`src/vecParams.svh`:
```
`ifndef VEC_PARAMS_SVH
`define VEC_PARAMS_SVH

////////////////////////////////////////////////////////////
// Datapath widths

`define DATA_W			32		// Lane data word
`define ADDR_W			12		// Memory word address
`define REG_W			5		// Destination register index
`define ISSUE_W			4		// Issue number, wraps around

////////////////////////////////////////////////////////////
// Depths and credits

`define LANE_CREDITS	4		// Issue credits and unit queue depth
`define WB_CREDITS		2		// Write-back credits from the register file
`define MAU_DEPTH		3		// Multiply-add latency, at least 2

`endif

```
`src/vecIsaPkg.sv`:
```
`include "vecParams.svh"

package vecIsaPkg;

	////////////////////////////////////////////////////////////
	// Opcodes seen by the lane

	typedef enum logic [2:0] {
		OP_NOP		= 3'd0,			// Dropped at the lane input
		OP_MULADD	= 3'd1,
		OP_MOVE		= 3'd2,
		OP_LOAD		= 3'd3,
		OP_STORE	= 3'd4
	} opcodeT;

	////////////////////////////////////////////////////////////
	// Decoded command with its operands

	typedef struct packed {
		opcodeT					op;
		logic [`REG_W-1:0]		dst;		// Destination register
		logic [`DATA_W-1:0]		srcA;		// Also store data and move data
		logic [`DATA_W-1:0]		srcB;
		logic [`DATA_W-1:0]		srcC;		// Addend
		logic [`ADDR_W-1:0]		addr;		// Load/store word address
	} commandT;

endpackage

```
`src/vecLanePkg.sv`:
```
`include "vecParams.svh"

package vecLanePkg;

	////////////////////////////////////////////////////////////
	// Finished result waiting for in-order commit

	typedef struct packed {
		logic [`ISSUE_W-1:0]	issueNo;	// Commit order tag
		logic [`REG_W-1:0]		dst;
		logic [`DATA_W-1:0]		data;
		logic					write;		// Low for stores
	} resultT;

	////////////////////////////////////////////////////////////
	// Load/store memory port sequencing

	typedef enum logic [1:0] {
		LS_IDLE	= 2'd0,
		LS_REQ	= 2'd1,				// Request held until grant
		LS_WAIT	= 2'd2				// Waiting for read/ack data
	} ldStStateT;

endpackage

```
`src/resultIf.sv`:
```
`timescale 1ns/1ps

interface resultIf;
	import vecLanePkg::*;

	logic		valid;				// Unit queue head present
	logic		ack;				// One-cycle pop from the arbiter
	resultT		result;				// Head entry

	// Unit side presents its queue head
	modport unit (
		output	valid,
		output	result,
		input	ack
	);

	// Arbiter side pops the head on commit
	modport arb (
		input	valid,
		input	result,
		output	ack
	);

endinterface

```
`src/mulAddUnit.sv`:
```
`timescale 1ns/1ps
`include "vecParams.svh"

module mulAddUnit (
	input	logic						clock,
	input	logic						arstN,
	input	logic						req,			// Multiply-add accepted
	input	vecIsaPkg::commandT			cmd,
	input	logic [`ISSUE_W-1:0]		issueNo,
	resultIf.unit						res
);
	import vecLanePkg::*;

	localparam int DEPTH	= `MAU_DEPTH;
	localparam int QDEPTH	= `LANE_CREDITS;
	localparam int PTR_W	= (QDEPTH > 1) ? $clog2(QDEPTH) : 1;

	logic						stgValid	[DEPTH];
	resultT						stg			[DEPTH];
	logic [`DATA_W-1:0]			addendC;					// srcC for the add stage
	resultT						sumStage;

	resultT						queue		[QDEPTH];
	logic [PTR_W-1:0]			wrPtr;
	logic [PTR_W-1:0]			rdPtr;
	logic [PTR_W:0]				count;
	logic						push;
	logic						pop;

	////////////////////////////////////////////////////////////
	// Pipeline, multiply in stage 0 and add in stage 1

	always_comb begin
		sumStage		= stg[0];
		sumStage.data	= stg[0].data + addendC;			// Truncated to DATA_W
	end

	always_ff @(posedge clock or negedge arstN) begin
		if (!arstN) begin
			for (int i = 0; i < DEPTH; i++) begin
				stgValid[i] <= 1'b0;
			end
		end else begin
			stgValid[0] <= req;
			for (int i = 1; i < DEPTH; i++) begin
				stgValid[i] <= stgValid[i-1];
			end
		end
	end

	always_ff @(posedge clock) begin
		stg[0].issueNo	<= issueNo;
		stg[0].dst		<= cmd.dst;
		stg[0].data		<= cmd.srcA * cmd.srcB;				// Low half of product
		stg[0].write	<= 1'b1;
		addendC			<= cmd.srcC;
		stg[1]			<= sumStage;
		for (int i = 2; i < DEPTH; i++) begin
			stg[i] <= stg[i-1];
		end
	end

	////////////////////////////////////////////////////////////
	// Result queue

	assign push			= stgValid[DEPTH-1];
	assign pop			= res.ack;
	assign res.valid	= (count != '0);
	assign res.result	= queue[rdPtr];

	always_ff @(posedge clock or negedge arstN) begin
		if (!arstN) begin
			wrPtr	<= '0;
			rdPtr	<= '0;
			count	<= '0;
		end else begin
			if (push) begin
				wrPtr <= (wrPtr == PTR_W'(QDEPTH - 1)) ? '0 : wrPtr + 1'b1;
			end
			if (pop) begin
				rdPtr <= (rdPtr == PTR_W'(QDEPTH - 1)) ? '0 : rdPtr + 1'b1;
			end
			case ({push, pop})
				2'b10:		count <= count + 1'b1;
				2'b01:		count <= count - 1'b1;
				default:	count <= count;
			endcase
		end
	end

	always_ff @(posedge clock) begin
		if (push) begin
			queue[wrPtr] <= stg[DEPTH-1];
		end
	end

	// Issue credits at the dispatcher keep this queue from filling
	assert property (@(posedge clock) disable iff (!arstN)
		push |-> (count < QDEPTH) || pop)
		else $error("mulAddUnit queue pushed while full");

endmodule

```
`src/moveBuffer.sv`:
```
`timescale 1ns/1ps
`include "vecParams.svh"

module moveBuffer (
	input	logic						clock,
	input	logic						arstN,
	input	logic						req,			// Register move accepted
	input	vecIsaPkg::commandT			cmd,
	input	logic [`ISSUE_W-1:0]		issueNo,
	resultIf.unit						res
);
	import vecLanePkg::*;

	localparam int QDEPTH	= `LANE_CREDITS;
	localparam int PTR_W	= (QDEPTH > 1) ? $clog2(QDEPTH) : 1;

	resultT						ring		[QDEPTH];
	logic [PTR_W-1:0]			wrPtr;
	logic [PTR_W-1:0]			rdPtr;
	logic [PTR_W:0]				count;

	assign res.valid	= (count != '0);				// Valid the cycle after push
	assign res.result	= ring[rdPtr];

	always_ff @(posedge clock or negedge arstN) begin
		if (!arstN) begin
			wrPtr	<= '0;
			rdPtr	<= '0;
			count	<= '0;
		end else begin
			if (req) begin
				wrPtr <= (wrPtr == PTR_W'(QDEPTH - 1)) ? '0 : wrPtr + 1'b1;
			end
			if (res.ack) begin
				rdPtr <= (rdPtr == PTR_W'(QDEPTH - 1)) ? '0 : rdPtr + 1'b1;
			end
			count <= count + (PTR_W + 1)'(req) - (PTR_W + 1)'(res.ack);
		end
	end

	always_ff @(posedge clock) begin
		if (req) begin
			ring[wrPtr] <= '{issueNo: issueNo, dst: cmd.dst, data: cmd.srcA, write: 1'b1};
		end
	end

	// Overflow means the dispatcher ignored its credit count
	assert property (@(posedge clock) disable iff (!arstN)
		req |-> (count < QDEPTH) || res.ack)
		else $error("moveBuffer overflow");

endmodule

```
`src/ldStUnit.sv`:
```
`timescale 1ns/1ps
`include "vecParams.svh"

module ldStUnit (
	input	logic						clock,
	input	logic						arstN,
	input	logic						req,			// Load or store for this port
	input	vecIsaPkg::commandT			cmd,
	input	logic [`ISSUE_W-1:0]		issueNo,
	resultIf.unit						res,
	output	logic						memReq,
	output	logic						memWe,
	output	logic [`ADDR_W-1:0]			memAddr,
	output	logic [`DATA_W-1:0]			memWdata,
	input	logic						memGnt,
	input	logic						memRvalid,		// Read data or write ack
	input	logic [`DATA_W-1:0]			memRdata
);
	import vecIsaPkg::*;
	import vecLanePkg::*;

	localparam int QDEPTH	= `LANE_CREDITS;
	localparam int PTR_W	= (QDEPTH > 1) ? $clog2(QDEPTH) : 1;

	commandT					qCmd		[QDEPTH];
	logic [`ISSUE_W-1:0]		qIssue		[QDEPTH];
	logic [PTR_W-1:0]			wrPtr;
	logic [PTR_W-1:0]			rdPtr;
	logic [PTR_W:0]				count;

	ldStStateT					state;
	commandT					curCmd;					// Access in progress
	logic [`ISSUE_W-1:0]		curIssue;
	logic						isStore;
	logic						start;
	logic						done;
	logic						resValid;
	resultT						resReg;

	////////////////////////////////////////////////////////////
	// Command queue

	assign start = (state == LS_IDLE) && (count != '0) && !resValid;

	always_ff @(posedge clock or negedge arstN) begin
		if (!arstN) begin
			wrPtr	<= '0;
			rdPtr	<= '0;
			count	<= '0;
		end else begin
			if (req) begin
				wrPtr <= (wrPtr == PTR_W'(QDEPTH - 1)) ? '0 : wrPtr + 1'b1;
			end
			if (start) begin
				rdPtr <= (rdPtr == PTR_W'(QDEPTH - 1)) ? '0 : rdPtr + 1'b1;
			end
			count <= count + (PTR_W + 1)'(req) - (PTR_W + 1)'(start);
		end
	end

	always_ff @(posedge clock) begin
		if (req) begin
			qCmd[wrPtr]		<= cmd;
			qIssue[wrPtr]	<= issueNo;
		end
	end

	////////////////////////////////////////////////////////////
	// Memory port FSM

	assign isStore	= (curCmd.op == OP_STORE);
	assign done		= (state == LS_WAIT) && memRvalid;
	assign memReq	= (state == LS_REQ);
	assign memWe	= isStore;
	assign memAddr	= curCmd.addr;
	assign memWdata	= curCmd.srcA;

	always_ff @(posedge clock or negedge arstN) begin
		if (!arstN) begin
			state		<= LS_IDLE;
			resValid	<= 1'b0;
		end else begin
			case (state)
				LS_IDLE:	state <= start ? LS_REQ : LS_IDLE;
				LS_REQ:		state <= memGnt ? LS_WAIT : LS_REQ;
				LS_WAIT:	state <= memRvalid ? LS_IDLE : LS_WAIT;
				default:	state <= LS_IDLE;
			endcase
			if (done) begin
				resValid <= 1'b1;
			end else if (res.ack) begin
				resValid <= 1'b0;
			end
		end
	end

	always_ff @(posedge clock) begin
		if (start) begin
			curCmd		<= qCmd[rdPtr];
			curIssue	<= qIssue[rdPtr];
		end
		if (done) begin
			resReg.issueNo	<= curIssue;
			resReg.dst		<= curCmd.dst;
			resReg.data		<= isStore ? curCmd.srcA : memRdata;	// Store echoes its data
			resReg.write	<= !isStore;
		end
	end

	assign res.valid	= resValid;
	assign res.result	= resReg;

	// Memory answers only an access that it has granted
	assert property (@(posedge clock) disable iff (!arstN)
		memRvalid |-> (state == LS_WAIT))
		else $error("ldStUnit memory response with no access pending");

endmodule

```
`src/wbArbiter.sv`:
```
`timescale 1ns/1ps
`include "vecParams.svh"

module wbArbiter (
	input	logic						clock,
	input	logic						arstN,
	resultIf.arb						mau,
	resultIf.arb						mov,
	resultIf.arb						lsEven,
	resultIf.arb						lsOdd,
	input	logic						wbCredit,		// Credit return pulse
	output	logic						wbValid,
	output	logic						wbWrite,
	output	logic [`REG_W-1:0]			wbDst,
	output	logic [`DATA_W-1:0]			wbData,
	output	logic [`ISSUE_W-1:0]		wbIssueNo,
	output	logic						cmdCredit		// Issue credit back to dispatcher
);
	import vecLanePkg::*;

	localparam int CNT_W = $clog2(`WB_CREDITS + 1);

	logic [`ISSUE_W-1:0]		expNo;					// Next issue number to commit
	logic [CNT_W-1:0]			wbCnt;
	logic [3:0]					hit;
	logic						go;
	resultT						sel;

	assign hit[0]	= mau.valid && (mau.result.issueNo == expNo);
	assign hit[1]	= mov.valid && (mov.result.issueNo == expNo);
	assign hit[2]	= lsEven.valid && (lsEven.result.issueNo == expNo);
	assign hit[3]	= lsOdd.valid && (lsOdd.result.issueNo == expNo);
	assign go		= (|hit) && (wbCnt != '0);

	assign mau.ack		= go && hit[0];
	assign mov.ack		= go && hit[1];
	assign lsEven.ack	= go && hit[2];
	assign lsOdd.ack	= go && hit[3];

	// Issue numbers in flight are unique, so at most one hit
	always_comb begin
		sel = mau.result;
		if (hit[1]) sel = mov.result;
		if (hit[2]) sel = lsEven.result;
		if (hit[3]) sel = lsOdd.result;
	end

	always_ff @(posedge clock or negedge arstN) begin
		if (!arstN) begin
			expNo		<= '0;
			wbCnt		<= CNT_W'(`WB_CREDITS);
			wbValid		<= 1'b0;
			cmdCredit	<= 1'b0;
		end else begin
			wbValid		<= go;
			cmdCredit	<= go;
			if (go) expNo <= expNo + 1'b1;
			wbCnt <= wbCnt - CNT_W'(go) + CNT_W'(wbCredit);
		end
	end

	always_ff @(posedge clock) begin
		if (go) begin
			wbWrite		<= sel.write;
			wbDst		<= sel.dst;
			wbData		<= sel.data;
			wbIssueNo	<= sel.issueNo;
		end
	end

	// Two units never hold the same issue number
	assert property (@(posedge clock) disable iff (!arstN)
		$onehot0(hit))
		else $error("More than one unit holds the expected issue number");

	// Register file returns no more credits than write-backs sent
	assert property (@(posedge clock) disable iff (!arstN)
		wbCredit |-> wbCnt < `WB_CREDITS)
		else $error("Write-back credit returned in excess");

endmodule

```
`src/execLane.sv`:
```
`timescale 1ns/1ps
`include "vecParams.svh"

module execLane (
	input	logic						clock,
	input	logic						arstN,
	input	logic						cmdValid,
	input	vecIsaPkg::opcodeT			cmdOp,
	input	logic [`REG_W-1:0]			cmdDst,
	input	logic [`DATA_W-1:0]			cmdSrcA,
	input	logic [`DATA_W-1:0]			cmdSrcB,
	input	logic [`DATA_W-1:0]			cmdSrcC,
	input	logic [`ADDR_W-1:0]			cmdAddr,
	input	logic						memGnt		[2],	// Index 0 even, 1 odd
	input	logic						memRvalid	[2],
	input	logic [`DATA_W-1:0]			memRdata	[2],
	input	logic						wbCredit,
	output	logic						cmdCredit,
	output	logic						memReq		[2],
	output	logic						memWe		[2],
	output	logic [`ADDR_W-1:0]			memAddr		[2],
	output	logic [`DATA_W-1:0]			memWdata	[2],
	output	logic						wbValid,
	output	logic						wbWrite,
	output	logic [`REG_W-1:0]			wbDst,
	output	logic [`DATA_W-1:0]			wbData,
	output	logic [`ISSUE_W-1:0]		wbIssueNo
);
	import vecIsaPkg::*;

	commandT					cmd;
	logic [`ISSUE_W-1:0]		issueNo;				// Tag for the current command
	logic						isLdSt;
	logic						mauReq;
	logic						movReq;
	logic						lsReq		[2];

	resultIf mauRes ();
	resultIf movRes ();
	resultIf lsEvenRes ();
	resultIf lsOddRes ();

	////////////////////////////////////////////////////////////
	// Issue numbering and routing

	assign cmd = '{op: cmdOp, dst: cmdDst, srcA: cmdSrcA, srcB: cmdSrcB,
					srcC: cmdSrcC, addr: cmdAddr};

	assign isLdSt		= (cmdOp == OP_LOAD) || (cmdOp == OP_STORE);
	assign mauReq		= cmdValid && (cmdOp == OP_MULADD);
	assign movReq		= cmdValid && (cmdOp == OP_MOVE);
	assign lsReq[0]		= cmdValid && isLdSt && !cmdAddr[0];
	assign lsReq[1]		= cmdValid && isLdSt && cmdAddr[0];

	always_ff @(posedge clock or negedge arstN) begin
		if (!arstN) begin
			issueNo <= '0;
		end else if (cmdValid && (cmdOp != OP_NOP)) begin
			issueNo <= issueNo + 1'b1;				// NOP takes no number
		end
	end

	////////////////////////////////////////////////////////////
	// Units

	mulAddUnit mau (
		.clock(clock), .arstN(arstN), .req(mauReq), .cmd(cmd),
		.issueNo(issueNo), .res(mauRes.unit)
	);

	moveBuffer mov (
		.clock(clock), .arstN(arstN), .req(movReq), .cmd(cmd),
		.issueNo(issueNo), .res(movRes.unit)
	);

	ldStUnit ldStEven (
		.clock(clock), .arstN(arstN), .req(lsReq[0]), .cmd(cmd),
		.issueNo(issueNo), .res(lsEvenRes.unit),
		.memReq(memReq[0]), .memWe(memWe[0]), .memAddr(memAddr[0]),
		.memWdata(memWdata[0]), .memGnt(memGnt[0]), .memRvalid(memRvalid[0]),
		.memRdata(memRdata[0])
	);

	ldStUnit ldStOdd (
		.clock(clock), .arstN(arstN), .req(lsReq[1]), .cmd(cmd),
		.issueNo(issueNo), .res(lsOddRes.unit),
		.memReq(memReq[1]), .memWe(memWe[1]), .memAddr(memAddr[1]),
		.memWdata(memWdata[1]), .memGnt(memGnt[1]), .memRvalid(memRvalid[1]),
		.memRdata(memRdata[1])
	);

	wbArbiter arbiter (
		.clock(clock), .arstN(arstN),
		.mau(mauRes.arb), .mov(movRes.arb), .lsEven(lsEvenRes.arb), .lsOdd(lsOddRes.arb),
		.wbCredit(wbCredit), .wbValid(wbValid), .wbWrite(wbWrite), .wbDst(wbDst),
		.wbData(wbData), .wbIssueNo(wbIssueNo), .cmdCredit(cmdCredit)
	);

endmodule

```
`config.mk`:
```
export PLATFORM = sky130hd
export DESIGN_NAME = execLane
export DESIGN_NICKNAME = d
export VERILOG_FILES = /design/src/vecIsaPkg.sv /design/src/vecLanePkg.sv /design/src/resultIf.sv /design/src/mulAddUnit.sv /design/src/moveBuffer.sv /design/src/ldStUnit.sv /design/src/wbArbiter.sv /design/src/execLane.sv
export VERILOG_INCLUDE_DIRS = /design/src
export SDC_FILE = /design/constraint.sdc
export NUM_CORES = 2
export LEC_CHECK = 0
export ABC_AREA = 0
export BUFFER_PORTS_ARGS = -buffer_cell sky130_fd_sc_hd__buf_2
export CORE_MARGIN = 2
export CORE_UTILIZATION = 40
export DETAILED_ROUTE_END_ITERATION = 10
export HOLD_SLACK_MARGIN = 0.05
export PLACE_DENSITY = 0.53
export SLEW_MARGIN = 0
export SYNTH_ARGS = -nofsm -noshare
export SYNTH_HDL_FRONTEND = slang
export SYNTH_SLANG_ARGS = --single-unit
export TNS_END_PERCENT = 30
```
`constraint.sdc`:
```
create_clock -name clock -period 10.14 [get_ports clock]
set_input_delay 0.507 -clock clock [delete_from_list [all_inputs] [get_ports clock]]
set_output_delay 0.507 -clock clock [all_outputs]
set_load 0.02 [all_outputs]
```
==> impl_metrics.ini <==
[critical_path]
setup.worst_path.start = cmdSrcA[8]
cp_max_fo = 36
endpoint = mau.stg[0][31]$_DFF_P_
path_delay_family = adder cells
critical_path_buf_inv_count = 3
r2r_setup_slack_ns = 5.37
path_depth = 21
r2r-start = mov.rdPtr[0]$_DFFE_PN0P_
worstReg2RegEnd = mov.count[2]$_DFF_PN0_
arrival_ns = 7.35
cp.required_ns = 10.72
cpPeakStageDelay_ns = 0.76
critPathKind = in2reg
end_kind = register
r2r_cells = 14
cp-start-kind = input port
cp_common_cell = fa_1
crit_slowest_cell = buf_2
crit_chain = buf_2 -> and2_1 -> fa_1 -> fa_1 -> inv_1 -> fa_1 -> fa_1 -> inv_1 -> fa_1 -> fa_1 -> fa_1 -> fa_1 -> ha_1 -> nand2_1 -> o21bai_1 -> a21o_1 -> a21oi_1 -> and2_1 -> a21oi_1 -> nor2_1 -> a311o_1

[floorplanning]
io_pins = 324
rows = 143
die_area_sq_um = 155000
core_sq_um = 152000
dieWidth_microns = 394
die-height_microns = 394
initial_utilization_pct = 40.2

[synthesis]
synth_cell_types = 70
ys_seq_area_share_pct = 57.0
syn_inst = 4043
synth_area_per_cell_sq_um = 15.1
netlist.area_leader.share_pct = 50.0
synth_top_cell_by_area = edfxtp_1
syn_nets = 4829
synth_flop_cell = edfxtp_1
ys_ff_latch = 1217
netlist_area_sq_um = 60900
synth_edf_count = 1014
ys_async_sr_fraction_pct = 3.94
synth_warnings = 0
synth_area_leaders = edfxtp_1 (50%), fa_1 (14%), mux4_2 (7.2%)

[routing]
avgViaCountPerCell = 5.10
drc = 0
drt-initial-drc-count = 2415
drt-total-wl_mm = 164
drtAntennaViolNets = 0
dr_total_vias = 33292
dr.pass1.iters = 5
avgRoutedWirePerCell_microns = 25.1

[clock_network]
clock-sinks = 1217
cts.clk_slew.worst_paths_ns = 0.06
post_cts_resized = 0
cts_setup_buffers = 0
htreeDepth = 4
clock_latency_ns = 0.75
numCtsBuffers = 134
cts-root-buf = clkbuf_16
cts_tree = built
clk_path_buf_depth = 3
postCtsHoldBufs = 105

[placed_design]
portBuffers = 323
dp_cells = 6176
dp_hpwl_mm = 110
gp_congestion = 0.839

[sta]
setup-violations-final = 0
fin_crit_sh_pct = 66.8
slew_viol_final = 0
hold_viol = 0
rsz0062_at_grt = no
fin_crit_ns = 6.77
fmax_mhz = 148
setup_tns_ns = 0
maxSlewHeadroom_pct = 28.0
worstMarginPinSlew_ns = 1.08
fin_skew_ns = 0.0606

[min_path]
min_path_cells = 2
holdCritPathClass = in2reg

[layout]
fin_nets = 5173
layout_commonest_cell = edfxtp_1
final_cell_mix = edfxtp_1 (1,014), inv_1 (436), fa_1 (413)
stdcell_count = 6526
syn_to_final_growth_pct = 14.2
drive_gt1_share_pct = 19.4
num-fill-cells = 13380

[grt]
antenna_found_initial = 11
grt_max_degree = 74
first_global_vias = 35367
grt_pass1_wl_mm = 242
grt.overflow.total = 0
track_usage_pct = 21.4

[job]
maxCapViolCount = 0

[run_status]
status = completed
cells in the mapped netlist (72+ instances only):
cell / number
mux4_2: 194
nand2_1: 299
clkbuf_1: 154
and2_1: 325
inv_1: 436
xnor2_1: 106
ha_1: 185
a21oi_1: 92
buf_4: 93
mux2_2: 72
edfxtp_1: 1014
fa_1: 413
dfxtp_1: 155
nor2_1: 88
stage by stage:
step           hold WS [ns]  instance area (sq um)  util, %  worst slack (ns)
3_3_place_gp          0.311                  64100     42.3              2.77
2_1_floorplan         0.211                  60900        -              2.06
5_1_grt              0.0665                  69500     45.9              3.09
3_5_place_dp          0.312                  64100     42.3              2.68
6_report             0.0949                  69600     45.9              3.37
4_1_cts              0.0501                  69500     45.9              3.43
sequential cells by signal, indices dropped and copies added, names as in the netlist, 5 cells and up:
name and cells:
arbiter.wbData 32, arbiter.wbDst 5, ldStEven.curCmd 8, ldStEven.memAddr 12, ldStEven.memWdata 32, ldStEven.qCmd 208, ldStEven.qIssue 16, ldStEven.res.result 42
ldStOdd.curCmd 8, ldStOdd.memAddr 12, ldStOdd.memWdata 32, ldStOdd.qCmd 208, ldStOdd.qIssue 16, ldStOdd.res.result 42, mau.addendC 32, mau.queue 164
mau.stg 123, mov.ring 164
worst min path at each step:
stage                                 startpoint                           endpoint  slack [ns]
after global routing                memRdata[45]  ldStEven.res.result[14]$_DFFE_PP_        0.07
after floorplan                            arstN       arbiter.expNo[0]$_DFFE_PN0P_        0.21
after CTS                           memRdata[62]  ldStEven.res.result[31]$_DFFE_PP_        0.05
after global placement    mau.stg[0][78]$_DFF_P_            mau.stg[0][120]$_DFF_P_        0.31
after detailed placement  mau.stg[0][82]$_DFF_P_            mau.stg[0][124]$_DFF_P_        0.31
final                               memRdata[15]   ldStOdd.res.result[16]$_DFFE_PP_        0.09
routing by layer:
layer  GRT usage (%)  up-vias  wire length [microns]
li1                -    14630                      -
met1            28.2    17496                  69400
met2            35.0      914                  79100
met3            4.52      242                   9690
met4            7.55       10                   5540
met5               0        -                     66
logic make-up after synthesis:
logic type	count (synthesis)	share of synthesized area, %
adder cells (fa/ha/maj)	598	17.4
buffers and inverters	703	4.97
multiplexers	311	9.24
AND/OR/NAND/NOR	816	6.84
AO/OA/AOI/OAI	261	2.56
flip-flops	1217	57.0
XOR/XNOR	137	1.97
area by class of cell:
| type | instances | area (sq um) | area share [%] |
|---|---|---|---|
| Sequential cell | 1217 | 34800 | 50.0 |
| Multi-Input combinational cell | 2123 | 23200 | 33.4 |
| Clock buffer | 181 | 3690 | 5.31 |
| Timing Repair Buffer | 474 | 3010 | 4.33 |
| Tap cell | 2030 | 2540 | 3.65 |
| Inverter | 437 | 1640 | 2.36 |
| Clock inverter | 62 | 669 | 0.962 |
| Antenna cell | 2 | 5.00 | 0.00720 |
Power is not shown: default switching activity piles up to over one toggle a cycle in this logic, so the estimate is an artifact.
